<file path="config.mk">
export PLATFORM = sky130hd
export DESIGN_NAME = fetch_stage
export DESIGN_NICKNAME = d
export VERILOG_FILES = /design/src/source/isa_pkg.sv /design/src/source/pipe_pkg.sv /design/src/source/fetch_stage.sv
export VERILOG_INCLUDE_DIRS = /design/src /design/src/source
export SDC_FILE = /design/constraint.sdc
export NUM_CORES = 1
export LEC_CHECK = 0
export BUFFER_PORTS_ARGS = -buffer_cell sky130_fd_sc_hd__buf_2
export CAP_MARGIN = 0
export CORE_MARGIN = 10
export CORE_UTILIZATION = 50
export DETAILED_ROUTE_END_ITERATION = 6
export PLACE_DENSITY = 0.86
export SYNTH_ARGS = -nofsm -noshare
export SYNTH_HDL_FRONTEND = slang
export SYNTH_SLANG_ARGS = --single-unit
</file>
<file path="constraint.sdc">
create_clock -name clk -period 2.7 [get_ports clk]
set_clock_uncertainty 0.15 [all_clocks]
set_input_delay 0 -clock clk [delete_from_list [all_inputs] [get_ports clk]]
set_output_delay 0 -clock clk [all_outputs]
set_load 0.01 [all_outputs]
</file>
<file path="src/source/cpu_consts.svh">
`ifndef CPU_CONSTS_SVH
`define CPU_CONSTS_SVH

// Datapath and register file sizes
`define CPU_XLEN          32
`define CPU_REG_COUNT     32

// Instruction memory, word addressed
`define CPU_IMEM_DEPTH    64
`define CPU_IMEM_AW       6

// JAL offset that marks the halt instruction (jump to itself)
`define CPU_HALT_JAL_IMM  32'h0000_0000

`endif

</file>
<file path="src/source/isa_pkg.sv">
`default_nettype none

`include "cpu_consts.svh"

package isa_pkg;

    typedef logic [`CPU_XLEN-1:0] word_t;
    typedef logic [4:0]           reg_addr_t;

    // Major opcodes of the supported subset
    typedef enum logic [6:0] {
        op_reg    = 7'b0110011,
        op_imm    = 7'b0010011,
        op_lui    = 7'b0110111,
        op_branch = 7'b1100011,
        op_jal    = 7'b1101111
    } opcode_t;

    // R-type layout, other formats reuse these bit positions
    typedef struct packed {
        logic [6:0] funct7;
        reg_addr_t  rs2;
        reg_addr_t  rs1;
        logic [2:0] funct3;
        reg_addr_t  rd;
        opcode_t    opcode;
    } instr_fields_t;

    // funct3 codes used by decode
    localparam logic [2:0] F3_ADD_SUB = 3'b000;
    localparam logic [2:0] F3_SLT     = 3'b010;
    localparam logic [2:0] F3_XOR     = 3'b100;
    localparam logic [2:0] F3_OR      = 3'b110;
    localparam logic [2:0] F3_AND     = 3'b111;
    localparam logic [2:0] F3_BEQ     = 3'b000;
    localparam logic [2:0] F3_BNE     = 3'b001;

endpackage

`default_nettype wire

</file>
<file path="src/source/pipe_pkg.sv">
`default_nettype none

`include "cpu_consts.svh"

package pipe_pkg;

    import isa_pkg::*;

    typedef enum logic [2:0] {
        alu_add,
        alu_sub,
        alu_and,
        alu_or,
        alu_xor,
        alu_slt,
        alu_pass_b
    } alu_op_t;

    // One word on the program load port
    typedef struct packed {
        logic [`CPU_IMEM_AW-1:0] addr;
        word_t                   data;
    } load_req_t;

    typedef struct packed {
        logic  valid;
        word_t pc;
        word_t instr;
    } fetch_decode_t;

    typedef struct packed {
        logic      valid;
        word_t     pc;
        reg_addr_t rs1;
        reg_addr_t rs2;
        word_t     rs1_data;
        word_t     rs2_data;
        word_t     imm;
        reg_addr_t rd;
        logic      reg_write;
        alu_op_t   alu_op;
        logic      use_imm;
        logic      is_branch;
        logic      branch_ne;
        logic      is_jal;
    } decode_execute_t;

    // Execute/writeback register and retire port
    typedef struct packed {
        logic      valid;
        reg_addr_t rd;
        word_t     data;
    } retire_t;

endpackage

`default_nettype wire

</file>
<file path="src/source/fetch_stage.sv">
`timescale 1ns/1ps
`default_nettype none

`include "cpu_consts.svh"

module fetch_stage import isa_pkg::*, pipe_pkg::*; (
    input  logic                    clk,
    input  logic                    arst_n,
    input  logic                    run,
    input  logic                    redirect_valid,
    input  word_t                   redirect_pc,
    input  logic                    halted,
    output logic [`CPU_IMEM_AW-1:0] imem_addr,
    input  word_t                   imem_data,
    output fetch_decode_t           fd_reg
);

    word_t pc;

    // Word address into the instruction memory
    assign imem_addr = pc[`CPU_IMEM_AW+1:2];

    always_ff @(posedge clk or negedge arst_n) begin
        if (!arst_n) begin
            pc     <= '0;
            fd_reg <= '0;
        end else if (!run) begin
            pc     <= '0;
            fd_reg <= '0;
        end else if (redirect_valid) begin
            // Drop the word fetched down the wrong path
            pc     <= redirect_pc;
            fd_reg <= '0;
        end else if (halted) begin
            fd_reg <= '0;
        end else begin
            fd_reg.valid <= 1'b1;
            fd_reg.pc    <= pc;
            fd_reg.instr <= imem_data;
            pc           <= pc + 32'd4;
        end
    end

endmodule

`default_nettype wire

</file>
After elaboration in Yosys (flattened, before gate mapping)
Index checks and enable logic that the tools add are counted.
{"block": "classes", "reduce_logical": 0, "mul": 0, "eq_ne": 1, "n_lt_le_gt_ge": 0, "n_mux": 6, "div_mod_pow": 0, "shifts": 0, "addsub": 1, "n_bitwise": 0}
{"cell": "two-way mux 65 bit", "n": 3}
{"cell": "two-way mux 32 bit", "n": 3}
{"cell": "adder 32 x 3 -> 32 bit (second input constant)", "n": 1}
{"cell": "!= test 3 bit (second input constant)", "n": 1}
{"block": "totals", "romBits": 0, "mem_count": 0, "mem_bits_rw": 0, "out_inout_bits": 71, "word_cells": 12, "latchBits": 0, "register_bits": 97}

Depth between registers and ports, before layout
{"block": "depth", "word_depth": 4, "mapped_depth": 6, "ltp_nobuf": 5}

Least setup slack after synthesis
OpenSTA, ideal clock, no wires.
{"block": "synth_timing", "path_type": "reg-to-reg", "start": "register pc[5]", "end": "register pc[28]", "synth_period_minus_slack_ns": 2.114, "path_stages_with_launch": 7, "t_required_ns": 2.468, "n_path_buf": 2, "setup_slack_ns": 0.586, "setup_time_ns": 0.082, "arrival_time_ns": 1.882, "path_cell_list": "dfrtp_1 clkbuf_4 nand3_2 or4_1 buf_2 or4_1 a31oi_1"}
{"block": "synth_via", "elab_chain_cells": 4}
{"element": "start: declaration", "line_no": "fetch_stage.sv:18", "text": "word_t pc;"}
{"element": "start signal: assignment", "line_no": "fetch_stage.sv:32", "text": "pc <= redirect_pc;"}
{"element": "start signal: assignment", "line_no": "fetch_stage.sv:40", "text": "pc <= pc + 32'd4;"}
{"element": "adder 32 x 3 -> 32 bit", "line_no": "fetch_stage.sv:40"}
{"element": "two-way mux 32 bit", "line_no": "fetch_stage.sv:34", "text": "end else if (halted) begin"}
{"element": "two-way mux 32 bit", "line_no": "fetch_stage.sv:30", "text": "end else if (redirect_valid) begin"}
{"element": "two-way mux 32 bit", "line_no": "fetch_stage.sv:27", "text": "end else if (!run) begin"}
No other way between the ends. The select of a mux whose other input is x is not followed.
A chain may end at the register's enable or synchronous reset.

Worst setup path in the final report
{"block": "layout_timing", "start": "register pc[4]", "end": "register pc[9]"}
Same word-level chain as after synthesis.

==> flow_summary.yaml <==
synth:
  yosys.cell_types.count: 47
  netlist_area_um2: 4136
  synth.yosys.seq_area_share_pct: 58.68
  post_synthesis_register_bit_count: 97
  synth-edff-count: 0
  synth_top_flop_cell: "sky130_fd_sc_hd__dfrtp_1"
  synth_warnings: 0
  postSynth.asyncResetShare_pct: 100.0
  syn-mean-instance-area_um2: 11.12
  gate_count_of_the_mapped_netlist: 372
  synth.net_count: 442
drt:
  drc: 0
  wl_per_cell_um: 18.05
  route.final.wire_length_um: 12250
  routed-via-count: 3686
  drt-vias-per-instance: 5.429
  detail_route.first_pass.iterations: 5
  count_of_antenna_violating_nets_left_after_detailed_routing: 0
  drt_iter0_markers: 396
placement:
  buffer_ports.inserted: 139
  dpl_worst_slack_ps: 387.2
  post_dp_cell_area_um2: 4860
  placed_cells_incl_taps: 590
  gp_congestion: 0.9145
  detailed_place_hpwl_um: 7952
clocking:
  clock_buffer_depth: 2
  cts-hold-fix-buffers: 73
  cts_tree: "done"
  cts.clk_slew.worst_paths_ps: 90
  postCtsSetupBuffers: 0
  cts_repair_resize_count: 0
  cts.sink_count: 97
  clock_tree.root_cell: "sky130_fd_sc_hd__clkbuf_8"
  clock_latency_ps: 360
  cts_inserted_buffers: 9
  htreeDepth: 3
sta:
  rsz0062_at_grt: "false"
  fin_setup_tns_ps: 0
  relSlewSlack_pct: 49.03
  worstMarginPinSlew_ps: 764.5
  fin_crit_period_ps: 2405
  post_layout_worst_setup_margin_ps: 294.6
  period_utilization_pct: 89.09
  report.final.hold_viol_count: 0
  number_of_pins_with_negative_max_slew_slack_in_the_final_report: 0
  finalSetupViolations: 0
  max_freq_mhz: 415.7
worst_setup_path:
  worstReg2RegStart: "pc[4]"
  ff2ff_path_depth: 6
  critPathCapture: "pc[9]"
  slowest_delay_ps: 550
  cp-start-kind: "flip-flop"
  crit_chain: "nand3_1 -> buf_4 -> nor4_1 -> xor2_1 -> o211a_1 -> dlygate4sd3_1"
  cp.required_ps: 2800
  worstPathArrival_ps: 2500
  r2r_slack_ps: 290
  worst_r2r_endpoint: "pc[9]"
  worstSetupPathDepth: 6
  startpoint: "pc[4]"
  critical_path_buf_inv_count: 2
  timing_worst_setup_path_type: "flip-flop to flip-flop"
  endpoint_kind: "flip-flop"
  worstPathMaxFanout: 9
  critical-path-top-delay-family: "buffers and inverters"
  crit_slowest_cell: "sky130_fd_sc_hd__dlygate4sd3_1"
final_layout:
  mostFrequentLayoutCells: "138 x sky130_fd_sc_hd__buf_2, 97 x sky130_fd_sc_hd__dfrtp_1, 73 x sky130_fd_sc_hd__dlygate4sd3_1, 60 x sky130_fd_sc_hd__and2_1, 24 x sky130_fd_sc_hd__o21ai_0"
  finish.cell_count_without_fillers: 679
  nets: 639
  most_common_cell_after_layout_fill_and_taps_aside: "sky130_fd_sc_hd__buf_2"
  largest_reg_flops: 65
  drive_above_1_share_pct: 28.75
  antennaDiodeCount: 0
  areaGrowthSynthToFinish_pct: 40.41
  final_design_area_no_fill_um2: 5808
global_routing:
  grt_max_degree: 60
  first_global_vias: 3810
  gr-total-overflow: 0
  grt_antenna_before_repair: 0
  grt_first_pass_wirelength_um: 19860
  gr-usage-all-layers_pct: 19.70
floorplan:
  dieWidth_um: 111.0
  die_y_um: 111.0
  core.rowCount: 33
  core_area_um2: 8134
  io_pins: 140
  die_area_um2: 12310
  initial_utilization_pct: 50.85
power_and_ir_drop:
  max-vdd-ir-drop_uv: 237.2
  p_leak_nw: 2.907
  power-per-cell-area_nw_per_um2: 504.5
worst_hold_path:
  hp-class: "input pin to flip-flop"
outcome:
  outcome: "finished, final reports clean"
flow_run:
  maxCapViolations: 0
[worst min path at each step]
stage              startpoint         end  slack (ps)  depth (start not counted)
2_1_floorplan          arst_n   fd_reg[0]        -450                          0
3_3_place_gp           arst_n  fd_reg[53]         -40                          1
3_5_place_dp           arst_n  fd_reg[51]         -30                          1
4_1_cts        redirect_valid      pc[14]          10                          3
5_1_grt        redirect_valid       pc[0]          50                          3
6_report       redirect_valid       pc[1]          30                          3
[routing by layer]
layer	GRT usage (%)	vias to the layer above	wire, µm
met5	0	-	0
met4	9.201	0	402
met3	4.816	38	883
met2	33.29	185	6146
met1	22.97	1757	4821
li1	-	1706	-
[where the power goes]
part	switching, W	leakage [nW]	total, W	internal, W
Combinational	0.000167	1.49	0.000348	0.000181
Clock	0.000498	0.107	0.00103	0.000527
Sequential	0.0000533	1.31	0.00156	0.00150
[through the flow]
stage                     power (W)  hold WS (ps)  utilization [%]
final                      0.002930         31.09            71.40
after global routing       0.003049         46.33            71.40
after CTS                  0.002934         9.750            71.40
after detailed placement   0.001841        -32.29            59.74
after global placement     0.001828        -40.17            59.74
after floorplan            0.001704        -445.6                -
[worst register-to-register path, stage by stage, from the launching register on]
cell                            delay (ps)
sky130_fd_sc_hd__dfrtp_1               460
sky130_fd_sc_hd__nand3_1               290
sky130_fd_sc_hd__buf_4                 270
sky130_fd_sc_hd__nor4_1                220
sky130_fd_sc_hd__xor2_1                130
sky130_fd_sc_hd__o211a_1               230
sky130_fd_sc_hd__dlygate4sd3_1         550
[synthesized netlist by cell type (all sizes together), types with 2 or more instances]
library cell	count	share of area, %
or3	7	1.1
a21oi	5	0.60
a31oi	13	2.0
xor2	3	0.64
inv	6	0.54
nor3	8	0.97
nand4	7	1.2
buf	10	1.7
and3	2	0.30
dfrtp	97	59
nor2b	5	0.76
mux2i	3	0.73
o311a	2	0.48
nand3	10	1.3
xnor2	7	1.5
nand2	19	1.7
clkbuf	19	1.8
o31ai	9	1.6
o211a	5	1.2
or4	13	2.4
nor2	4	0.36
nor4	9	1.4
o21ai	24	2.9
nand2b	5	0.76
and2	60	9.1
nand3b	3	0.54
and4	5	1.1
[area by class of cell]
type                            count  area [µm²]
Sequential cell                    97        2427
Fill cell                         544        2326
Multi-Input combinational cell    239        1538
Timing Repair Buffer              216        1471
Tap cell                          105       131.4
Clock buffer                       10       127.6
Clock inverter                      6       90.09
Inverter                            6       22.52
[logic make-up (layout without fill, tap and decap cells)]
logic type / count (synthesis) / in the layout / share of synthesized area, %
mux: 3 / 3 / 0.7260
compound gates: 65 / 65 / 10.22
flops: 97 / 97 / 58.68
xor+xnor: 10 / 10 / 2.118
fa+ha+maj: 1 / 1 / 0.3024
simple gates: 160 / 160 / 23.62
buf+inv: 36 / 238 / 4.325
(Power assumes the default switching activity.)
