File: config.mk
export PLATFORM = sky130hd
export DESIGN_NAME = decode_stage
export DESIGN_NICKNAME = d
export VERILOG_FILES = /design/src/source/isa_pkg.sv /design/src/source/pipe_pkg.sv /design/src/source/decode_stage.sv
export VERILOG_INCLUDE_DIRS = /design/src /design/src/source
export SDC_FILE = /design/constraint.sdc
export NUM_CORES = 1
export LEC_CHECK = 0
export BUFFER_PORTS_ARGS = -buffer_cell sky130_fd_sc_hd__clkbuf_2
export CAP_MARGIN = 20
export CORE_MARGIN = 5
export CORE_UTILIZATION = 40
export CTS_CLUSTER_SIZE = 30
export DETAILED_ROUTE_END_ITERATION = 16
export HOLD_SLACK_MARGIN = 0.1
export PLACE_DENSITY_LB_ADDON = 0.05
export SYNTH_ARGS = -nofsm -noshare
export SYNTH_HDL_FRONTEND = slang
export SYNTH_SLANG_ARGS = --single-unit
File: constraint.sdc
create_clock -name clk -period 0.8 [get_ports clk]
set_input_delay 0.16 -clock clk [delete_from_list [all_inputs] [get_ports clk]]
set_output_delay 0.16 -clock clk [all_outputs]
set_load 0.02 [all_outputs]
File: src/source/cpu_consts.svh
`ifndef CPU_CONSTS_SVH
`define CPU_CONSTS_SVH

// Datapath and register file sizes
`define CPU_XLEN          32
`define CPU_REG_COUNT     32

// Instruction memory, word addressed
`define CPU_IMEM_DEPTH    64
`define CPU_IMEM_AW       6

// JAL offset that marks the halt instruction (jump to itself)
`define CPU_HALT_JAL_IMM  32'h0000_0000

`endif

File: src/source/isa_pkg.sv
`default_nettype none

`include "cpu_consts.svh"

package isa_pkg;

    typedef logic [`CPU_XLEN-1:0] word_t;
    typedef logic [4:0]           reg_addr_t;

    // Major opcodes of the supported subset
    typedef enum logic [6:0] {
        op_reg    = 7'b0110011,
        op_imm    = 7'b0010011,
        op_lui    = 7'b0110111,
        op_branch = 7'b1100011,
        op_jal    = 7'b1101111
    } opcode_t;

    // R-type layout, other formats reuse these bit positions
    typedef struct packed {
        logic [6:0] funct7;
        reg_addr_t  rs2;
        reg_addr_t  rs1;
        logic [2:0] funct3;
        reg_addr_t  rd;
        opcode_t    opcode;
    } instr_fields_t;

    // funct3 codes used by decode
    localparam logic [2:0] F3_ADD_SUB = 3'b000;
    localparam logic [2:0] F3_SLT     = 3'b010;
    localparam logic [2:0] F3_XOR     = 3'b100;
    localparam logic [2:0] F3_OR      = 3'b110;
    localparam logic [2:0] F3_AND     = 3'b111;
    localparam logic [2:0] F3_BEQ     = 3'b000;
    localparam logic [2:0] F3_BNE     = 3'b001;

endpackage

`default_nettype wire

File: src/source/pipe_pkg.sv
`default_nettype none

`include "cpu_consts.svh"

package pipe_pkg;

    import isa_pkg::*;

    typedef enum logic [2:0] {
        alu_add,
        alu_sub,
        alu_and,
        alu_or,
        alu_xor,
        alu_slt,
        alu_pass_b
    } alu_op_t;

    // One word on the program load port
    typedef struct packed {
        logic [`CPU_IMEM_AW-1:0] addr;
        word_t                   data;
    } load_req_t;

    typedef struct packed {
        logic  valid;
        word_t pc;
        word_t instr;
    } fetch_decode_t;

    typedef struct packed {
        logic      valid;
        word_t     pc;
        reg_addr_t rs1;
        reg_addr_t rs2;
        word_t     rs1_data;
        word_t     rs2_data;
        word_t     imm;
        reg_addr_t rd;
        logic      reg_write;
        alu_op_t   alu_op;
        logic      use_imm;
        logic      is_branch;
        logic      branch_ne;
        logic      is_jal;
    } decode_execute_t;

    // Execute/writeback register and retire port
    typedef struct packed {
        logic      valid;
        reg_addr_t rd;
        word_t     data;
    } retire_t;

endpackage

`default_nettype wire

File: src/source/decode_stage.sv
`timescale 1ns/1ps
`default_nettype none

module decode_stage import isa_pkg::*, pipe_pkg::*; (
    input  logic            clk,
    input  logic            arst_n,
    input  logic            run,
    input  fetch_decode_t   fd_reg,
    input  logic            redirect_valid,
    output reg_addr_t       rs1_addr,
    output reg_addr_t       rs2_addr,
    input  word_t           rs1_data,
    input  word_t           rs2_data,
    output decode_execute_t de_reg
);

    instr_fields_t   fields;
    word_t           instr;
    word_t           imm_i;
    word_t           imm_b;
    word_t           imm_u;
    word_t           imm_j;
    decode_execute_t dec;

    assign instr  = fd_reg.instr;
    assign fields = instr_fields_t'(instr);

    assign rs1_addr = fields.rs1;
    assign rs2_addr = fields.rs2;

    ////////////////////
    // Immediates

    assign imm_i = {{20{instr[31]}}, instr[31:20]};
    assign imm_b = {{19{instr[31]}}, instr[31], instr[7], instr[30:25], instr[11:8], 1'b0};
    assign imm_u = {instr[31:12], 12'b0};
    assign imm_j = {{11{instr[31]}}, instr[31], instr[19:12], instr[20], instr[30:21], 1'b0};

    ////////////////////
    // Control decode

    always_comb begin
        dec           = '0;
        dec.valid     = fd_reg.valid;
        dec.pc        = fd_reg.pc;
        dec.rs1       = fields.rs1;
        dec.rs2       = fields.rs2;
        dec.rs1_data  = rs1_data;
        dec.rs2_data  = rs2_data;
        dec.rd        = fields.rd;
        dec.alu_op    = alu_add;

        case (fields.opcode)
            op_reg: begin
                dec.reg_write = 1'b1;
                case (fields.funct3)
                    F3_ADD_SUB: dec.alu_op = fields.funct7[5] ? alu_sub : alu_add;
                    F3_SLT:     dec.alu_op = alu_slt;
                    F3_XOR:     dec.alu_op = alu_xor;
                    F3_OR:      dec.alu_op = alu_or;
                    F3_AND:     dec.alu_op = alu_and;
                    default:    dec.valid  = 1'b0;
                endcase
            end
            op_imm: begin
                // ADDI only
                dec.reg_write = 1'b1;
                dec.use_imm   = 1'b1;
                dec.imm       = imm_i;
                if (fields.funct3 != F3_ADD_SUB) dec.valid = 1'b0;
            end
            op_lui: begin
                dec.reg_write = 1'b1;
                dec.use_imm   = 1'b1;
                dec.imm       = imm_u;
                dec.alu_op    = alu_pass_b;
            end
            op_branch: begin
                dec.is_branch = 1'b1;
                dec.imm       = imm_b;
                dec.branch_ne = (fields.funct3 == F3_BNE);
                if (fields.funct3 != F3_BEQ && fields.funct3 != F3_BNE) dec.valid = 1'b0;
            end
            op_jal: begin
                dec.is_jal    = 1'b1;
                dec.reg_write = 1'b1;
                dec.imm       = imm_j;
            end
            // Anything else becomes a bubble
            default: dec.valid = 1'b0;
        endcase
    end

    always_ff @(posedge clk or negedge arst_n) begin
        if (!arst_n) begin
            de_reg <= '0;
        end else if (!run || redirect_valid) begin
            de_reg <= '0;
        end else begin
            de_reg <= dec;
        end
    end

endmodule

`default_nettype wire

* Word level (Yosys, flattened, before mapping)
Cells that the tools add are included.
Widths: inputs -> output; s select.
** Cells by class
- Equal/unequal tests :: 11
- Mux-type cells :: 13
- Reduce and logical (&&, ||, !) cells :: 9
** Operator list (count)
- $mux 152 :: 1
- $pmux 32 s4 :: 1
- $pmux 3 s5 :: 1
- $eq 7x6->1 const B :: 2
- $eq 7x7->1 const B :: 2
- $eq 3x3->1 const B :: 3
- $eq 7x5->1 const B :: 1
- $mux 1 :: 7
- $pmux 3 s2 :: 1
- $reduce_or 5->1 :: 1
- $pmux 1 s4 :: 1
- $reduce_or 2->1 :: 2
- $reduce_or 4->1 :: 1
- $eq 3x1->1 const B :: 1
- $eq 3x2->1 const B :: 1
- $logic_not 3->1 :: 1
- $ne 3x1->1 const B :: 1
- $reduce_bool 3->1 :: 1
- $mux 2 :: 1
- $logic_and 1x1->1 :: 1
- $logic_not 1->1 :: 1
- $logic_or 1x1->1 :: 1
** Storage, ports and cells
- Register bits :: 152
- Output and inout port bits :: 162

* Longest topological paths before layout
- Word-level depth :: 5
- Mapped depth :: 6
- Mapped depth without buffers :: 4

* Worst setup path before layout
OpenSTA, ideal clock, no wires.
- Kind :: input-to-reg
- From :: in fd_reg[5] in the netlist's numbering
- To :: reg de_reg[25] in the netlist's numbering
- Data arrival time :: 1.361 ns
- Data required time :: 0.735 ns
- Slack :: -0.626 ns
- Cell stages on the path :: 5
- Path buffers :: 1
- Cells stage by stage :: or3b_1 -> buf_6 -> a211oi_4 -> o31a_4 -> o21a_1
** Between the ends
- Longest elaborated chain between the ends :: 3
- Elaborated cells between the ends (all ways) :: 6
** Ends and longest elaborated chain
- start: declaration :: RTL line decode_stage.sv:8 : input fetch_decode_t fd_reg,
- $eq 7x7->1, or another cell as far along :: RTL line decode_stage.sv:53 : case (fields.opcode)
- $pmux 32 s4 (*) :: RTL line decode_stage.sv:53
- $mux 152 (*) :: RTL line decode_stage.sv:97 : end else if (!run || redirect_valid) begin
- end signal: assignment :: RTL line decode_stage.sv:96 : de_reg <= '0;
- end signal: assignment :: RTL line decode_stage.sv:98 : de_reg <= '0;
- end signal: assignment :: RTL line decode_stage.sv:100 : de_reg <= dec;
- end: declaration :: RTL line decode_stage.sv:14 : output decode_execute_t de_reg
Every way passes the cells marked *; elsewhere a longest branch is shown, timed or not.

* Final worst setup path
- From :: reg de_reg[89] in the netlist's numbering
- To :: out de_reg[89] in the netlist's numbering
No word-level cell between the ends.

==> metrics.yaml <==
status: "complete, but fails checks"
failed_checks: "setup timing"
die_area_um2: 15800
die_h_um: 126
wirelength_um: 19900
synthFlopType: "dfrtp_1"
met2_length_um: 10900
fmax_ghz: 0.890
synth_warnings: 0
arrival_ns: 0.96
vias: 4835
fillerInstances: 742
dp.cells: 880
synth-seq-cells: 152
slowest_stage: "dfrtp_1"
wl_met3_um: 1590
postSynthAreaPerCell_um2: 13.5
ioPinCount: 295
grt.overflow.total: 0
drc: 0
synth_fa_ha_area_frac: 0
synth_edf_count: 0
grt_usage: 0.235
cp-start-kind: "flop"
ant_nets: 0
drv_slew: 0
power.total_w: 0.0188
syn_to_final_growth_pct: 100
hpwl_um: 12100
clock-root-buffer: "clkbuf_16"
worst_ep_required_time_ns: 0.64
gp_congestion: 0.854
period_share: 1.40
num-nets-final: 994
rows: 42
netlist_top_cells_count: "152 x dfrtp_1, 115 x and2_1, 14 x nand2_1"
cp_num_buf_inv: 1
seq_area_um2: 3800
hold_class: "in -> reg"
layoutNonFillerInstCount: 1050
maxCapViolations: 0
wl_met1_um: 6980
crit_family: "flip-flops"
cts_hold_buffers: 119
antenna_found_initial: 0
drive_gt1_frac: 0.496
cts_tree: "yes"
synth_top_area_share: 0.712
synthSimpleGateAreaFrac: 0.197
rsz0062_at_grt: "yes"
cpPeakStageDelay_ns: 0.41
drtIter0Drc: 263
top_layer: "met4"
critPathMaxFanout: 1
crit_chain: "buf_8"
clk_pin_slew_worst_paths_ns: 0.06
synth.distinct_cells: 36
ir_drop_uv: 1420
ctsHtreeMaxLevel: 4
synth_top_family_by_area: "simple AND/OR/NAND/NOR gates"
yosys.area.top_type: "dfrtp_1"
slew_headroom: 0.728
cts_buffer_depth: 2
syn_inst: 395
largest_reg_flops: 152
hold_viol: 0
portBuffers: 294
worst_slack_ns: -0.323
grt_start_max_net_pins: 90
syn_area_um2: 5340
synthArstFlopShare: 1.00
numCtsBuffers: 17
power_density_nw_per_um2: 1760
synthTopCellsByArea: "dfrtp_1 71%, and2_1 13%, a211oi_1 1.7%, buf_4 1.4%, o21a_1 1.4%"
initial_core_util: 0.405
endpoint_kind: "primary output"
firstDrtPassIters: 4
routedWlPerCell_um: 19.0
post-route-min-period_ns: 1.12
max_slew.worst_pin.slew_ns: 0.407
grt_pass1_vias: 5247
setup_viol: 186
grt_pass1_wl_um: 28800
fp.coreArea_um2: 13200
synth_compound_area_frac: 0.0539
die_x_um: 126
avgViaCountPerCell: 4.60
critical_path_class: "reg -> out"
synthMuxAreaShare: 0
yosysSeqAreaShare: 0.712
syn_nets: 528
synth.most_common_cell: "dfrtp_1"
leakage_nw: 5.35
multiInputGateArea_um2: 1670
synth_xor_area_frac: 0.00328
cts.sinks: 152
[power by group]
group	switching [W]	total [W]	internal, W
Sequential	0.000116	0.00803	0.00791
Clock	0.00298	0.00811	0.00512
Combinational	0.00120	0.00265	0.00144
Total	0.00430	0.0188	0.0145
[metrics by stage]
stage	setup slack (ns)	setup TNS [ns]	utilization	area (um2)	hold slack (ns)
finish	-0.323	-50.74	0.811	10700	0.0730
global route	-0.365	-57.14	0.811	10700	0.0660
CTS	-0.340	-52.79	0.741	9770	0.0603
detailed placement	-0.990	-61.79	0.554	7310	0.0463
global placement	-0.849	-56.91	0.554	7310	0.0462
floorplan	-0.599	-18.52	-	5480	-0.136
[area by class of cell]
type                    count  share of cell area
clock buffers              23              0.0447
clock inverters             8              0.0112
inverters                   5             0.00175
flip-flops and latches    152               0.356
repair buffers            473               0.410
multi-input cells         212               0.156
diodes                      1            0.000234
well taps                 176              0.0206
[layer usage]
layer	vias to the layer above	GRT usage
met3	36	0.0836
met1	2371	0.266
met2	217	0.410
met4	0	0.0829
met5	-	0
li1	2211	-
[what timing repair did]
item	CTS	global route
cloned	2	1
pin swaps	18	14
setup buffers	9	8
gates resized for setup	119	397
setup endpoints to repair	186	279
hold endpoints to repair	292	2
[worst paths after layout]
| check | cells past startpoint | to | start | slack (ns) |
|---|---|---|---|---|
| min in group asynchronous | 2 | de_reg[67]$_DFF_PN0_ | arst_n | 0.19 |
| worst min-delay path | 3 | de_reg[3]$_DFF_PN0_ | redirect_valid | 0.07 |
| worst max-delay path | 1 | de_reg[89] | de_reg[89]$_DFF_PN0_ | -0.32 |
| max in group asynchronous | 3 | de_reg[104]$_DFF_PN0_ | arst_n | 0.15 |
[kinds of logic after synthesis]
family / count (synthesis)
AND/OR/NAND/NOR: 171
AO/OA/AOI/OAI: 36
buffers and inverters: 34
XOR/XNOR: 2
flip-flops: 152
[cell usage in the layout, fill, tap and decap left out, drive strengths merged]
cell type / synthesis / layout
o21a: 10 / 10
and2: 115 / 115
clkinv: 0 / 3
nand3b: 2 / 2
nor2b: 1 / 1
nand2: 14 / 14
clkbuf: 12 / 178
xor2: 2 / 2
nor3b: 2 / 2
nor3: 14 / 14
and3b: 1 / 1
nand4bb: 1 / 1
nand2b: 1 / 1
o211a: 1 / 1
a21oi: 3 / 3
inv: 5 / 5
o31a: 1 / 1
o22ai: 2 / 2
nor4b: 1 / 1
nor2: 12 / 12
buf: 17 / 199
nor4: 3 / 3
clkinvlp: 0 / 2
o21ai: 1 / 3
nand4: 1 / 1
a22oi: 4 / 4
and3: 1 / 1
bufinv: 0 / 3
dlygate4sd3: 0 / 119
a41oi: 1 / 2
dfrtp: 152 / 152
nor4bb: 1 / 1
diode: 0 / 1
or3b: 1 / 1
a211oi: 13 / 13
(Power assumes the default switching activity.)
