==> config.mk <==
export PLATFORM = sky130hd
export DESIGN_NAME = execute_stage
export DESIGN_NICKNAME = d
export VERILOG_FILES = /design/src/source/isa_pkg.sv /design/src/source/pipe_pkg.sv /design/src/source/execute_stage.sv
export VERILOG_INCLUDE_DIRS = /design/src /design/src/source
export SDC_FILE = /design/constraint.sdc
export NUM_CORES = 1
export LEC_CHECK = 0
export BUFFER_PORTS_ARGS = -buffer_cell sky130_fd_sc_hd__buf_2
export CAP_MARGIN = 10
export CORE_AREA = 2 2 169 171
export DETAILED_ROUTE_END_ITERATION = 12
export DIE_AREA = 0 0 171 173
export GPL_ROUTABILITY_DRIVEN = 0
export MAX_ROUTING_LAYER = met4
export PLACE_DENSITY = 0.68
export SYNTH_ARGS = -nofsm -noshare
export SYNTH_HDL_FRONTEND = slang
export SYNTH_SLANG_ARGS = --single-unit
==> constraint.sdc <==
create_clock -name clk -period 6.37 [get_ports clk]
set_input_delay 0.637 -clock clk [delete_from_list [all_inputs] [get_ports clk]]
set_output_delay 0.637 -clock clk [all_outputs]
set_load 0.01 [all_outputs]
==> src/source/cpu_consts.svh <==
`ifndef CPU_CONSTS_SVH
`define CPU_CONSTS_SVH

// Datapath and register file sizes
`define CPU_XLEN          32
`define CPU_REG_COUNT     32

// Instruction memory, word addressed
`define CPU_IMEM_DEPTH    64
`define CPU_IMEM_AW       6

// JAL offset that marks the halt instruction (jump to itself)
`define CPU_HALT_JAL_IMM  32'h0000_0000

`endif

==> src/source/isa_pkg.sv <==
`default_nettype none

`include "cpu_consts.svh"

package isa_pkg;

    typedef logic [`CPU_XLEN-1:0] word_t;
    typedef logic [4:0]           reg_addr_t;

    // Major opcodes of the supported subset
    typedef enum logic [6:0] {
        op_reg    = 7'b0110011,
        op_imm    = 7'b0010011,
        op_lui    = 7'b0110111,
        op_branch = 7'b1100011,
        op_jal    = 7'b1101111
    } opcode_t;

    // R-type layout, other formats reuse these bit positions
    typedef struct packed {
        logic [6:0] funct7;
        reg_addr_t  rs2;
        reg_addr_t  rs1;
        logic [2:0] funct3;
        reg_addr_t  rd;
        opcode_t    opcode;
    } instr_fields_t;

    // funct3 codes used by decode
    localparam logic [2:0] F3_ADD_SUB = 3'b000;
    localparam logic [2:0] F3_SLT     = 3'b010;
    localparam logic [2:0] F3_XOR     = 3'b100;
    localparam logic [2:0] F3_OR      = 3'b110;
    localparam logic [2:0] F3_AND     = 3'b111;
    localparam logic [2:0] F3_BEQ     = 3'b000;
    localparam logic [2:0] F3_BNE     = 3'b001;

endpackage

`default_nettype wire

==> src/source/pipe_pkg.sv <==
`default_nettype none

`include "cpu_consts.svh"

package pipe_pkg;

    import isa_pkg::*;

    typedef enum logic [2:0] {
        alu_add,
        alu_sub,
        alu_and,
        alu_or,
        alu_xor,
        alu_slt,
        alu_pass_b
    } alu_op_t;

    // One word on the program load port
    typedef struct packed {
        logic [`CPU_IMEM_AW-1:0] addr;
        word_t                   data;
    } load_req_t;

    typedef struct packed {
        logic  valid;
        word_t pc;
        word_t instr;
    } fetch_decode_t;

    typedef struct packed {
        logic      valid;
        word_t     pc;
        reg_addr_t rs1;
        reg_addr_t rs2;
        word_t     rs1_data;
        word_t     rs2_data;
        word_t     imm;
        reg_addr_t rd;
        logic      reg_write;
        alu_op_t   alu_op;
        logic      use_imm;
        logic      is_branch;
        logic      branch_ne;
        logic      is_jal;
    } decode_execute_t;

    // Execute/writeback register and retire port
    typedef struct packed {
        logic      valid;
        reg_addr_t rd;
        word_t     data;
    } retire_t;

endpackage

`default_nettype wire

==> src/source/execute_stage.sv <==
`timescale 1ns/1ps
`default_nettype none

`include "cpu_consts.svh"

module execute_stage import isa_pkg::*, pipe_pkg::*; (
    input  logic            clk,
    input  logic            arst_n,
    input  logic            run,
    input  decode_execute_t de_reg,
    output logic            redirect_valid,
    output word_t           redirect_pc,
    output logic            halted,
    output retire_t         ew_reg
);

    word_t op_a;
    word_t op_b;
    word_t fwd_rs2;
    word_t alu_result;
    word_t result;
    logic  operands_eq;
    logic  branch_taken;
    logic  is_halt;

    ////////////////////
    // Forwarding from writeback

    always_comb begin
        op_a    = de_reg.rs1_data;
        fwd_rs2 = de_reg.rs2_data;
        if (ew_reg.valid && ew_reg.rd != '0 && ew_reg.rd == de_reg.rs1) op_a = ew_reg.data;
        if (ew_reg.valid && ew_reg.rd != '0 && ew_reg.rd == de_reg.rs2) fwd_rs2 = ew_reg.data;
    end

    assign op_b = de_reg.use_imm ? de_reg.imm : fwd_rs2;

    ////////////////////
    // ALU and branch resolve

    always_comb begin
        case (de_reg.alu_op)
            alu_add:    alu_result = op_a + op_b;
            alu_sub:    alu_result = op_a - op_b;
            alu_and:    alu_result = op_a & op_b;
            alu_or:     alu_result = op_a | op_b;
            alu_xor:    alu_result = op_a ^ op_b;
            alu_slt:    alu_result = {31'b0, $signed(op_a) < $signed(op_b)};
            alu_pass_b: alu_result = op_b;
            default:    alu_result = '0;
        endcase
    end

    // JAL writes the link address
    assign result = de_reg.is_jal ? de_reg.pc + 32'd4 : alu_result;

    assign operands_eq    = (op_a == fwd_rs2);
    assign branch_taken   = de_reg.is_branch && (operands_eq ^ de_reg.branch_ne);
    assign redirect_valid = de_reg.valid && (branch_taken || de_reg.is_jal);
    assign redirect_pc    = de_reg.pc + de_reg.imm;

    assign is_halt = de_reg.valid && de_reg.is_jal && (de_reg.imm == `CPU_HALT_JAL_IMM);

    always_ff @(posedge clk or negedge arst_n) begin
        if (!arst_n) begin
            ew_reg <= '0;
            halted <= 1'b0;
        end else if (!run) begin
            ew_reg <= '0;
            halted <= 1'b0;
        end else begin
            ew_reg.valid <= de_reg.valid && de_reg.reg_write && (de_reg.rd != '0);
            ew_reg.rd    <= de_reg.rd;
            ew_reg.data  <= result;
            if (is_halt) halted <= 1'b1;
        end
    end

endmodule

`default_nettype wire

; ---- Yosys cells after proc, flatten, opt, wreduce, memory -nomap -nowiden
; Index checks and enable logic that the tools add are counted.
[classes]
addsub = 4
n_mul = 0
div = 0
order_cmp = 1
n_eq_ne = 10
shift = 0
mux = 8
n_bitwise = 4
n_reduce_logical = 14
[ops]
columns = cell, count
row1 = 32-bit one-hot mux with 7 select lines, 1
row2 = 32-bit 2-to-1 mux, 4
row3 = 32-bit adder, 2
row4 = 38-bit 2-to-1 mux, 1
row5 = "32-bit by 3-bit adder with 32-bit output, second input constant", 1
row6 = 32-bit AND, 1
row7 = 32-bit == test, 1
row8 = 32-bit zero test, 1
row9 = 32-bit less-than comparator, 1
row10 = 32-bit OR, 1
row11 = 32-bit subtractor, 1
row12 = 32-bit bitwise XOR, 1
row13 = 5-bit == test, 2
row14 = 5-bit nonzero test, 2
row15 = "3-bit == test, second input constant", 3
row16 = 1-bit logical AND, 9
row17 = "3-bit by 2-bit == test with 1-bit output, second input constant", 2
row18 = "3-bit by 1-bit == test with 1-bit output, second input constant", 1
row19 = 3-bit zero test, 1
row20 = 1-bit 2-to-1 mux, 2
row21 = "2-bit by 1-bit inequality test with 1-bit output, second input constant", 1
row22 = 1-bit logical OR, 1
row23 = 1-bit bitwise XOR, 1
[totals]
reg_bits = 39
latchBits = 0
ramBits = 0
rom_bits = 0
in_bits = 155
out_inout_bits = 72
word_cells = 45
n_memories = 0

; ---- Depth between registers and ports, before layout
; Gate-level depths: netlist of the first run.
[logic_depth]
word_depth = 9
mapped_depth = 20
depth_no_buf = 18

; ---- Worst setup path after synthesis of the first run
; No wires, ideal clock.
[synth_path]
path_type = flip-flop to flip-flop
start = register ew_reg[33] (netlist bit)
end = register ew_reg[18] (netlist bit)
setup_ns = 0.104
t_arrival_ns = 4.442
required_time_ns = 6.266
slack_ns = 1.824
stages_incl_launch_ff = 19
path_buffers = 2
period_less_slack_ns = 4.546
path_cell_list = dfrtp_1 or4_4 o211ai_2 nor2_2 buf_6 buf_6 mux2_2 mux2i_1 inv_1 ha_1 nand2b_1 a221oi_1 o21ai_1 a31o_2 o41a_1 o211ai_1 a21oi_1 nand3b_1 a221oi_1
[synth_via]
elab_chain_len = 9
elab_cells_between_ends = 17
classes_between = add/sub (2) / eq/ne (2) / mux (6) / bitwise (3) / reduce/logical (4)
[synth_rtl]
columns = element, line_no
row1 = from (decl), execute_stage.sv:14  ; output retire_t ew_reg
row2 = 5-bit nonzero test, "execute_stage.sv:32, execute_stage.sv:33"
row3 = 1-bit logical AND, "execute_stage.sv:32, execute_stage.sv:33"
row4 = 1-bit logical AND, execute_stage.sv:33  ; if (ew_reg.valid && ew_reg.rd != '0 && ew_reg.rd == de_reg.rs2) fwd_rs2 = ew_reg.data;
row5 = 32-bit 2-to-1 mux, execute_stage.sv:33
row6 = 32-bit 2-to-1 mux, execute_stage.sv:36  ; assign op_b = de_reg.use_imm ? de_reg.imm : fwd_rs2;
row7 = 32-bit subtractor (tied with other cells), execute_stage.sv:44  ; alu_sub: alu_result = op_a - op_b;
row8 = 32-bit one-hot mux with 7 select lines *, execute_stage.sv:42  ; case (de_reg.alu_op)
row9 = 32-bit 2-to-1 mux *, execute_stage.sv:55  ; assign result = de_reg.is_jal ? de_reg.pc + 32'd4 : alu_result;
row10 = 38-bit 2-to-1 mux *, execute_stage.sv:68  ; end else if (!run) begin
; Every way passes the cells marked *; elsewhere a longest branch is shown, timed or not.
; A chain may end at the register's enable or synchronous reset.

; ---- Worst setup path in the final report of the first run
[layout_path]
start = register ew_reg[32] (netlist bit)
end = register ew_reg[25] (netlist bit)
; Same word-level chain as after synthesis.

==> run_results.csv, run 1 <==
group,metric,value,unit
outcome,status,"finished clean",
synthesis,yosysTopAreaCell,"ha_1",
grt,grt_first_pass_wirelength,66700,um
synthesis,syn_inst,1444,
sta,min_period,5330,ps
critical_path,critPathArrivalTime,5540,ps
drt,drt_wl_total,43900,um
power_and_ir_drop,peakVddDrop,102,uV
cts,htreeDepth,2,
run,maxCapViolations,0,
synthesis,synth_edf_count,0,
critical_path,end_kind,"register",
synthesis,synth_seq_area_share,8.90,%
grt,grt.overflow.total,0,
synthesis,synthArstFlopShare,100,%
synthesis,syn-cell-area,0.0110,mm^2
critical_path,ff2ff_path_depth,16,
power_and_ir_drop,total_power,1.74,mW
synthesis,synth_nets,1738,
drt,drtAntennaViolNets,0,
die,core-area,0.0276,mm^2
finish,multi_input_area,0.00922,mm^2
die,die_h,173,um
power_and_ir_drop,p_sw_share,48.3,%
drt,vias_per_cell,6.06,
finish,register_area,976,um^2
sta,worst_pin_slew,1020,ps
sta,slew_violations,0,
synthesis,synth_flop_cell,"dfrtp_1",
synthesis,avgSynthCellArea,7.60,um^2
grt,grt_max_degree,64,
die,ios,227,
cts,clkTransAtPathRegs,70,ps
synthesis,yosysUniqueCellTypes,92,
min_path,hold_path_class,"in2async",
finish,mostFrequentLayoutCell,"buf_2",
synthesis,ys_warn_count,0,
sta,fin_skew,4.23,ps
cts,postCtsSetupBuffers,0,
grt,grt_pass1_vias,11600,
sta,clock.fmax,0.188,GHz
critical_path,required,6580,ps
die,die_area,0.0296,mm^2
grt,grt_use_total,29.7,%
cts,numCtsBuffers,5,
drt,wl_per_cell,22.0,um
power_and_ir_drop,p_int,899,uW
cts,numClockSinks,39,
finish,finalInstanceArea,0.0125,mm^2
sta,period_share,83.7,%
finish,largest_reg_flops,38,
finish,fin_cells,1997,
power_and_ir_drop,power_frac_comb,64.1,%
cts,holdBufCountCts,0,
drt,drc_errors,0,
synthesis,synth_area_leaders,"ha_1, dfrtp_1, xnor2_1",
grt,antenna_found_initial,1,
die,die_w,171,um
placed_design,place_ws,866,ps
finish,layout-drive-gt1-share,21.3,%
synthesis,ys_ff_latch,39,
power_and_ir_drop,p_per_area,139,mW/mm^2
sta,finalWorstSetupSlack,1040,ps
sta,fin_tns_setup,0,ps
placed_design,placed_cell_area,0.0124,mm^2
critical_path,crit_path_start_kind,"register",
power_and_ir_drop,p_leak,5.69,nW
cts,cts_tree,"yes",
drt,drt_first_pass_iters,8,
power_and_ir_drop,p_switching,841,uW
critical_path,critPathMaxFanout,13,
die,fp-row-count,61,
die,initial_utilization,39.7,%
sta,finalHoldViolCount,0,
drt,vias,12100,
power_and_ir_drop,pwr-share-seq,16.9,%
placed_design,dpl.hpwl,34500,um
cts,root_buffer,"clkbuf_16",
sta,rsz0062_at_grt,"false",
power_and_ir_drop,pwr-share-clk,19.0,%
critical_path,path_class,"reg2reg",
cts,ctsResizeCount,0,
synthesis,yosysTopAreaCellShare,15.5,%
finish,fin_nets,1911,
finish,final_cell_mix,"buf_2, ha_1, inv_1, a21oi_1, nor2_1",
finish,area_delta_synth_final,14.3,%
drt,drt-initial-drc-count,1197,
finish,nFillCells,2878,
placed_design,dpl.cell_count,1988,
cts,clk-insertion-delay-late,310,ps
placed_design,io_buffers,226,
cts,cts_buffer_depth,2,
sta,slew_headroom,31.5,%
sta,finalSetupViolCount,0,
## worst max-delay path, cell delays in order (launching register included)
cell	delay (ps)
dfrtp_1	480
xnor2_1	230
nand4_1	210
nor2_4	500
buf_4	310
buf_4	170
mux2_1	360
mux2_2	310
ha_1	390
or4_1	570
nor2_1	220
nand2_1	90
nor3_1	570
o31ai_1	180
a211oi_1	260
a31oi_1	70
a221oi_1	290
## synth_stat cells, types with 19 or more instances
cell type and count:
nand2b_1 20, mux2i_1 35, a21o_1 25, inv_1 112, xnor2_1 82, ha_1 136
o21ai_0 79, nor2_1 107, nand4_1 22, nor4_1 20, a211oi_1 31, nand3_1 49
dfrtp_1 39, nor3_1 33, nand2_1 89, mux2_2 37, clkbuf_1 59, and2_1 19
xor2_1 28, a21oi_1 112
## cell families after synthesis
kind of cell	after synthesis	synth area share, %
buffers and inverters	192	7.14
muxes	114	13.5
xor gates and xnor gates	110	8.78
DFF	39	8.90
and+or+nand+nor	426	19.7
AOI/OAI and AO/OA	424	25.9
adders and majority gates	139	16.1
## routing by layer
layer  up-vias  global-route usage, %  wire, um
li1       5641                      -         -
met1      5682                   39.1     18500
met2       661                   45.1     19300
met3       123                   4.76      4210
met4         0                   11.7      1920
met5         -                      -         0
## per-stage QoR
step,hold slack (ps),util [%]
after detailed placement,535,44.8
after global placement,525,44.8
after CTS,458,45.4
after global routing,487,45.4
after floorplan,341,-
final,434,45.4
## final cells by class
type / instances / share of cell area, %
flip-flops and latches: 39 / 7.78
diodes: 1 / 0.0199
repair buffers: 243 / 10.1
well taps: 378 / 3.77
clock buffers: 6 / 1.11
multi-input cells: 1213 / 73.5
inverters: 115 / 3.44
clock inverters: 2 / 0.279
## power groups by stage
| stage | logic, mW | registers (mW) | clock network (mW) |
|---|---|---|---|
| floorplan | 0.721 | 0.302 | 0 |
| global placement | 1.07 | 0.300 | 0 |
| detailed placement | 1.08 | 0.299 | 0 |
| CTS | 1.09 | 0.294 | 0.327 |
| global route | 1.21 | 0.297 | 0.336 |
| finish | 1.12 | 0.294 | 0.331 |
## final timing paths
| check | endpoint | from | slack (ps) |
|---|---|---|---|
| max reg2reg | ew_reg[25] | ew_reg[32] | 1040 |
| min in group clk | ew_reg[32] | de_reg[8] | 560 |
| max in group asynchronous | ew_reg[10] | arst_n | 5500 |
| max | ew_reg[25] | ew_reg[32] | 1040 |
| min | ew_reg[34] | arst_n | 430 |
| min reg2reg | halted | halted | 570 |
(Power assumes the default switching activity.)
==> run 2: changes to the inputs <==
PLACE_DENSITY = 0.7   (was 0.68)
clock period = 4.8 ns   (was 6.37 ns; I/O delays follow)
==> run 2 against run 1 <==
First-iteration DRC count down 0.92%. Utilization up 2.5 points. Clock skew up 0.66 ps. Hold slack worse by 44 ps. Critical path depth up 1. Sequential cell count unchanged. Via count up 3.6%. Count of clock-buffer cells in the layout down 1. Cell area up 5.5%. Largest cell class unchanged.
==> run_results.csv, run 2 (synthesis gave the netlist of run 1 again) <==
group,metric,value,unit
finish,area_delta_synth_final,20.6,%
outcome,status,"finished clean",
die,die_h,173,um
critical_path,ff2ff_path_depth,17,
placed_design,dpl.hpwl,35300,um
finish,fin_nets,1969,
drt,vias_per_cell,6.10,
critical_path,end_kind,"register",
grt,grt_first_pass_wirelength,68400,um
finish,layout-drive-gt1-share,26.2,%
grt,antenna_found_initial,1,
critical_path,timing.rr.end,"ew_reg[18]",
critical_path,slowest_delay,590,ps
power_and_ir_drop,p_leak,5.99,nW
sta,clock.fmax,0.210,GHz
die,fp-row-count,61,
finish,final_cell_mix,"buf_2, ha_1, inv_1",
placed_design,placed_cell_area,0.0127,mm^2
sta,fin_skew,4.90,ps
power_and_ir_drop,power_frac_comb,66.1,%
placed_design,io_buffers,226,
sta,finalSetupViolCount,0,
cts,cts_buffer_depth,2,
critical_path,slowest_stage,"or4_4",
sta,slew_headroom,24.2,%
power_and_ir_drop,total_power,2.41,mW
critical_path,rrSetupSlack,40,ps
critical_path,reg2reg_from,"ew_reg[33]",
sta,slew_violations,0,
grt,grt.overflow.total,0,
cts,cts_tree,"yes",
power_and_ir_drop,p_int,1.25,mW
run,maxCapViolations,0,
finish,nFillCells,2805,
critical_path,critPathMaxFanout,11,
drt,drtAntennaViolNets,0,
cts,holdBufCountCts,0,
sta,finalHoldViolCount,0,
power_and_ir_drop,peakVddDrop,119,uV
cts,clk-insertion-delay-late,310,ps
power_and_ir_drop,p_per_area,182,mW/mm^2
cts,numClockSinks,39,
cts,root_buffer,"clkbuf_16",
critical_path,path_cells,"or4_4, o211ai_4, nor2_4, buf_12, buf_4, mux2_4, mux2_4, ha_1, nor2_1, a2bb2oi_1, a211oi_1, a31o_2, o41a_1, o211ai_1, a21oi_1, nand3b_1, a221oi_2",
grt,grt_pass1_vias,12200,
critical_path,required,5020,ps
power_and_ir_drop,pwr-share-clk,17.7,%
finish,register_area,977,um^2
die,die_w,171,um
sta,worst_pin_slew,1140,ps
power_and_ir_drop,p_sw_share,48.3,%
critical_path,critPathArrivalTime,4980,ps
finish,mostFrequentLayoutCell,"buf_2",
drt,drt_first_pass_iters,6,
drt,drt_wl_total,45100,um
die,core-area,0.0276,mm^2
die,die_area,0.0296,mm^2
grt,grt_max_degree,55,
power_and_ir_drop,p_switching,1.16,mW
finish,largest_reg_flops,38,
grt,grt_use_total,30.4,%
sta,min_period,4760,ps
die,initial_utilization,39.7,%
power_and_ir_drop,pwr-share-seq,16.1,%
drt,vias,12500,
critical_path,path_class,"reg2reg",
drt,drc_errors,0,
finish,fin_cells,2055,
finish,finalInstanceArea,0.0132,mm^2
cts,htreeDepth,2,
sta,rsz0062_at_grt,"true",
critical_path,setup.worst_path.start,"ew_reg[33]",
cts,clkTransAtPathRegs,70,ps
cts,numCtsBuffers,5,
critical_path,critPathCapture,"ew_reg[18]",
critical_path,crit_path_start_kind,"register",
drt,drt-initial-drc-count,1186,
die,ios,227,
drt,wl_per_cell,22.0,um
sta,period_share,99.1,%
placed_design,dpl.cell_count,2034,
critical_path,crit_top_cell,"mux2_4",
min_path,hold_path_class,"in2async",
finish,multi_input_area,0.00943,mm^2
[run 2: what timing repair did]
item | in CTS | in global routing
endpoints found under the hold margin | 0 | 0
cloned | 1 | 0
setup endpoints to repair | 14 | 20
setup buffers | 5 | 6
gates resized for setup | 5 | 46
pin swaps | 4 | 11
[run 2: per-layer routing]
metal  vias up  track usage, %  share of wire, %
met3       156            5.52               9.4
li1       5768               -                 -
met4         0            15.1               5.6
met5         -               -                 0
met1      5898            39.3                41
met2       723            45.3                44
[run 2: through the flow]
step	hold WS (ps)	setup TNS, ps	setup WS, ps	utilization (%)
after floorplan	184	0	254	-
after global placement	473	-2000	-190	46.1
after detailed placement	492	-3820	-315	46.1
after CTS	396	0	8.94	47.0
after global routing	407	-84.3	-41.9	47.9
final	389	0	43.1	47.9
[run 2: area by class of cell]
| type | count | area share (%) |
|---|---|---|
| Antenna cell | 1 | 0.0189 |
| Clock buffer | 5 | 0.946 |
| Clock inverter | 3 | 0.331 |
| Inverter | 115 | 3.26 |
| Multi-Input combinational cell | 1214 | 71.3 |
| Sequential cell | 39 | 7.39 |
| Tap cell | 378 | 3.57 |
| Timing Repair Buffer | 300 | 13.2 |
[run 2: critical path: cells and delay by family (launching register included)]
kind	cells	cell delay, ps
buffers and inverters	2	350
DFF	1	420
AOI/OAI and AO/OA	8	1870
muxes	2	610
and+or+nand+nor	4	1010
adders and majority gates	1	390
[run 2: worst min-delay path by stage]
stage / start / end / slack (ps) / depth (start not counted)
after floorplan: arst_n / ew_reg[0] / 180 / 0
after global placement: halted / halted / 470 / 2
after detailed placement: halted / halted / 490 / 2
after CTS: de_reg[11] / ew_reg[35] / 400 / 2
after global routing: de_reg[12] / ew_reg[36] / 410 / 2
final: arst_n / ew_reg[33] / 390 / 1
[run 2: power by group through the flow]
stage,clock (mW),sequential [mW],combinational [mW]
2_1_floorplan,0,0.401,0.957
4_1_cts,0.427,0.388,1.51
5_1_grt,0.438,0.392,1.72
6_report,0.427,0.389,1.59
3_3_place_gp,0,0.395,1.47
3_5_place_dp,0,0.395,1.49
==> run 3: changes to the inputs <==
PLACE_DENSITY = 0.68   (was 0.7)
clock period = 5.7 ns   (was 4.8 ns; I/O delays follow)
==> run 3 against run 2 <==
Register-to-register slack improved by 540 ps. Critical path type unchanged. Die area unchanged. Count of clock-buffer cells in the layout increased by 1. Fmax decreased by 7.0%.
==> run_results.csv, run 3 (synthesis gave the netlist of run 1 again) <==
group,metric,value,unit
sta,slew_headroom,18.9,%
critical_path,crit_top_cell,"a221oi_1",
drt,drt_wl_total,43200,um
run,maxCapViolations,0,
outcome,status,"finished clean",
grt,grt_use_total,29.2,%
die,core-area,0.0276,mm^2
critical_path,ff2ff_path_depth,17,
cts,htreeDepth,2,
power_and_ir_drop,p_sw_share,48.1,%
critical_path,path_cells,"or4_4, o211ai_2, nor2_4, buf_12, mux2_2, mux2i_1, inv_1, ha_1, nand2b_1, a221oi_1, o21ai_1, a31o_2, o41a_1, o211ai_1, a21oi_1, nand3b_1, a221oi_1",
sta,worst_pin_slew,1210,ps
sta,slew_violations,0,
sta,period_share,89.8,%
cts,numClockSinks,39,
drt,drtAntennaViolNets,0,
placed_design,dpl.hpwl,34100,um
sta,fin_tns_setup,0,ps
sta,min_period,5120,ps
cts,holdBufCountCts,0,
critical_path,critPathArrivalTime,5310,ps
grt,antenna_found_initial,1,
critical_path,crit_path_start_kind,"register",
finish,layout-drive-gt1-share,21.2,%
power_and_ir_drop,pwr-share-seq,16.9,%
drt,wl_per_cell,21.6,um
grt,grt_pass1_vias,11700,
drt,drt_first_pass_iters,6,
drt,vias_per_cell,6.01,
grt,grt_first_pass_wirelength,65600,um
cts,ctsResizeCount,0,
cts,numCtsBuffers,5,
sta,clock.fmax,0.195,GHz
finish,finalInstanceArea,0.0125,mm^2
die,die_w,171,um
critical_path,end_kind,"register",
grt,grt_max_degree,61,
cts,clkTransAtPathRegs,70,ps
finish,fin_nets,1910,
power_and_ir_drop,total_power,1.94,mW
critical_path,slowest_stage,"or4_4",
finish,largest_reg_flops,38,
die,die_h,173,um
placed_design,io_buffers,226,
power_and_ir_drop,p_per_area,154,mW/mm^2
drt,drt-initial-drc-count,1098,
sta,fin_skew,7.63,ps
power_and_ir_drop,pwr-share-clk,18.9,%
finish,mostFrequentLayoutCell,"buf_2",
power_and_ir_drop,peakVddDrop,105,uV
drt,drc_errors,0,
sta,finalSetupViolCount,0,
critical_path,setup.worst_path.start,"ew_reg[33]",
cts,postCtsSetupBuffers,0,
critical_path,path_class,"reg2reg",
critical_path,critPathMaxFanout,30,
grt,grt.overflow.total,0,
critical_path,reg2reg_from,"ew_reg[33]",
sta,finalHoldViolCount,0,
die,initial_utilization,39.7,%
cts,root_buffer,"clkbuf_16",
cts,cts_buffer_depth,2,
min_path,hold_path_class,"in2async",
die,ios,227,
finish,final_cell_mix,"buf_2, ha_1, inv_1, a21oi_1, nor2_1",
die,fp-row-count,61,
power_and_ir_drop,p_leak,5.68,nW
cts,cts_tree,"yes",
power_and_ir_drop,p_switching,931,uW
die,die_area,0.0296,mm^2
power_and_ir_drop,p_int,1.00,mW
finish,area_delta_synth_final,14.4,%
critical_path,required,5890,ps
power_and_ir_drop,power_frac_comb,64.2,%
critical_path,slowest_delay,570,ps
drt,vias,12000,
cts,clk-insertion-delay-late,310,ps
placed_design,placed_cell_area,0.0124,mm^2
sta,rsz0062_at_grt,"false",
run 3: changes by cell type in the layout (fill, tap and decap cells not counted), sizes merged:
| cell | delta |
|---|---|
| clkinv | -1 |
| nor2 | -1 |
| buf | -58 |
| clkbuf | +1 |
run 3: final cells by class:
type,count,area [um^2]
inverter,115,432
clock buffer,6,139
clock inverter,2,35.0
multi-input combinational,1213,9220
tap,378,473
fill,2869,15100
antenna,1,2.50
sequential,39,976
timing repair buffer,242,1280
run 3: per-layer routing:
layer	vias to the layer above	wire length [um]	GRT usage [%]
met3	107	3740	4.39
li1	5628	-	-
met5	-	0	-
met4	0	1730	11.7
met1	5654	18500	38.3
met2	613	19200	44.9
run 3: power groups by stage:
| stage | Combinational [mW] | Clock [mW] | Sequential (mW) |
|---|---|---|---|
| 2_1_floorplan | 0.806 | 0 | 0.337 |
| 3_3_place_gp | 1.19 | 0 | 0.332 |
| 3_5_place_dp | 1.21 | 0 | 0.332 |
| 4_1_cts | 1.22 | 0.371 | 0.327 |
| 5_1_grt | 1.35 | 0.379 | 0.330 |
| 6_report | 1.24 | 0.365 | 0.327 |
run 3: final timing paths:
kind	endpoint	slack (ps)
max in group asynchronous	ew_reg[5]	4890
hold reg to reg	halted	500
min in group clk	ew_reg[36]	490
setup reg to reg	ew_reg[18]	580
hold / removal	ew_reg[33]	370
setup / recovery	ew_reg[18]	580
run 3: worst max-delay path, delay by kind of cell (launching register included):
family | cells | cell delay (ps)
buffers and inverters | 2 | 310
and+or+nand+nor | 4 | 1040
muxes | 2 | 650
adders and majority gates | 1 | 410
DFF | 1 | 430
AOI/OAI and AO/OA | 8 | 2140
run 3: metrics by stage:
stage / setup slack, ps / util, % / cells / hold slack [ps]
2_1_floorplan: 1150 / - / 1444 / 274
3_3_place_gp: 732 / 44.8 / 1987 / 476
3_5_place_dp: 625 / 44.8 / 1987 / 489
4_1_cts: 653 / 45.4 / 1995 / 402
5_1_grt: 295 / 45.4 / 1996 / 414
6_report: 583 / 45.4 / 1996 / 372
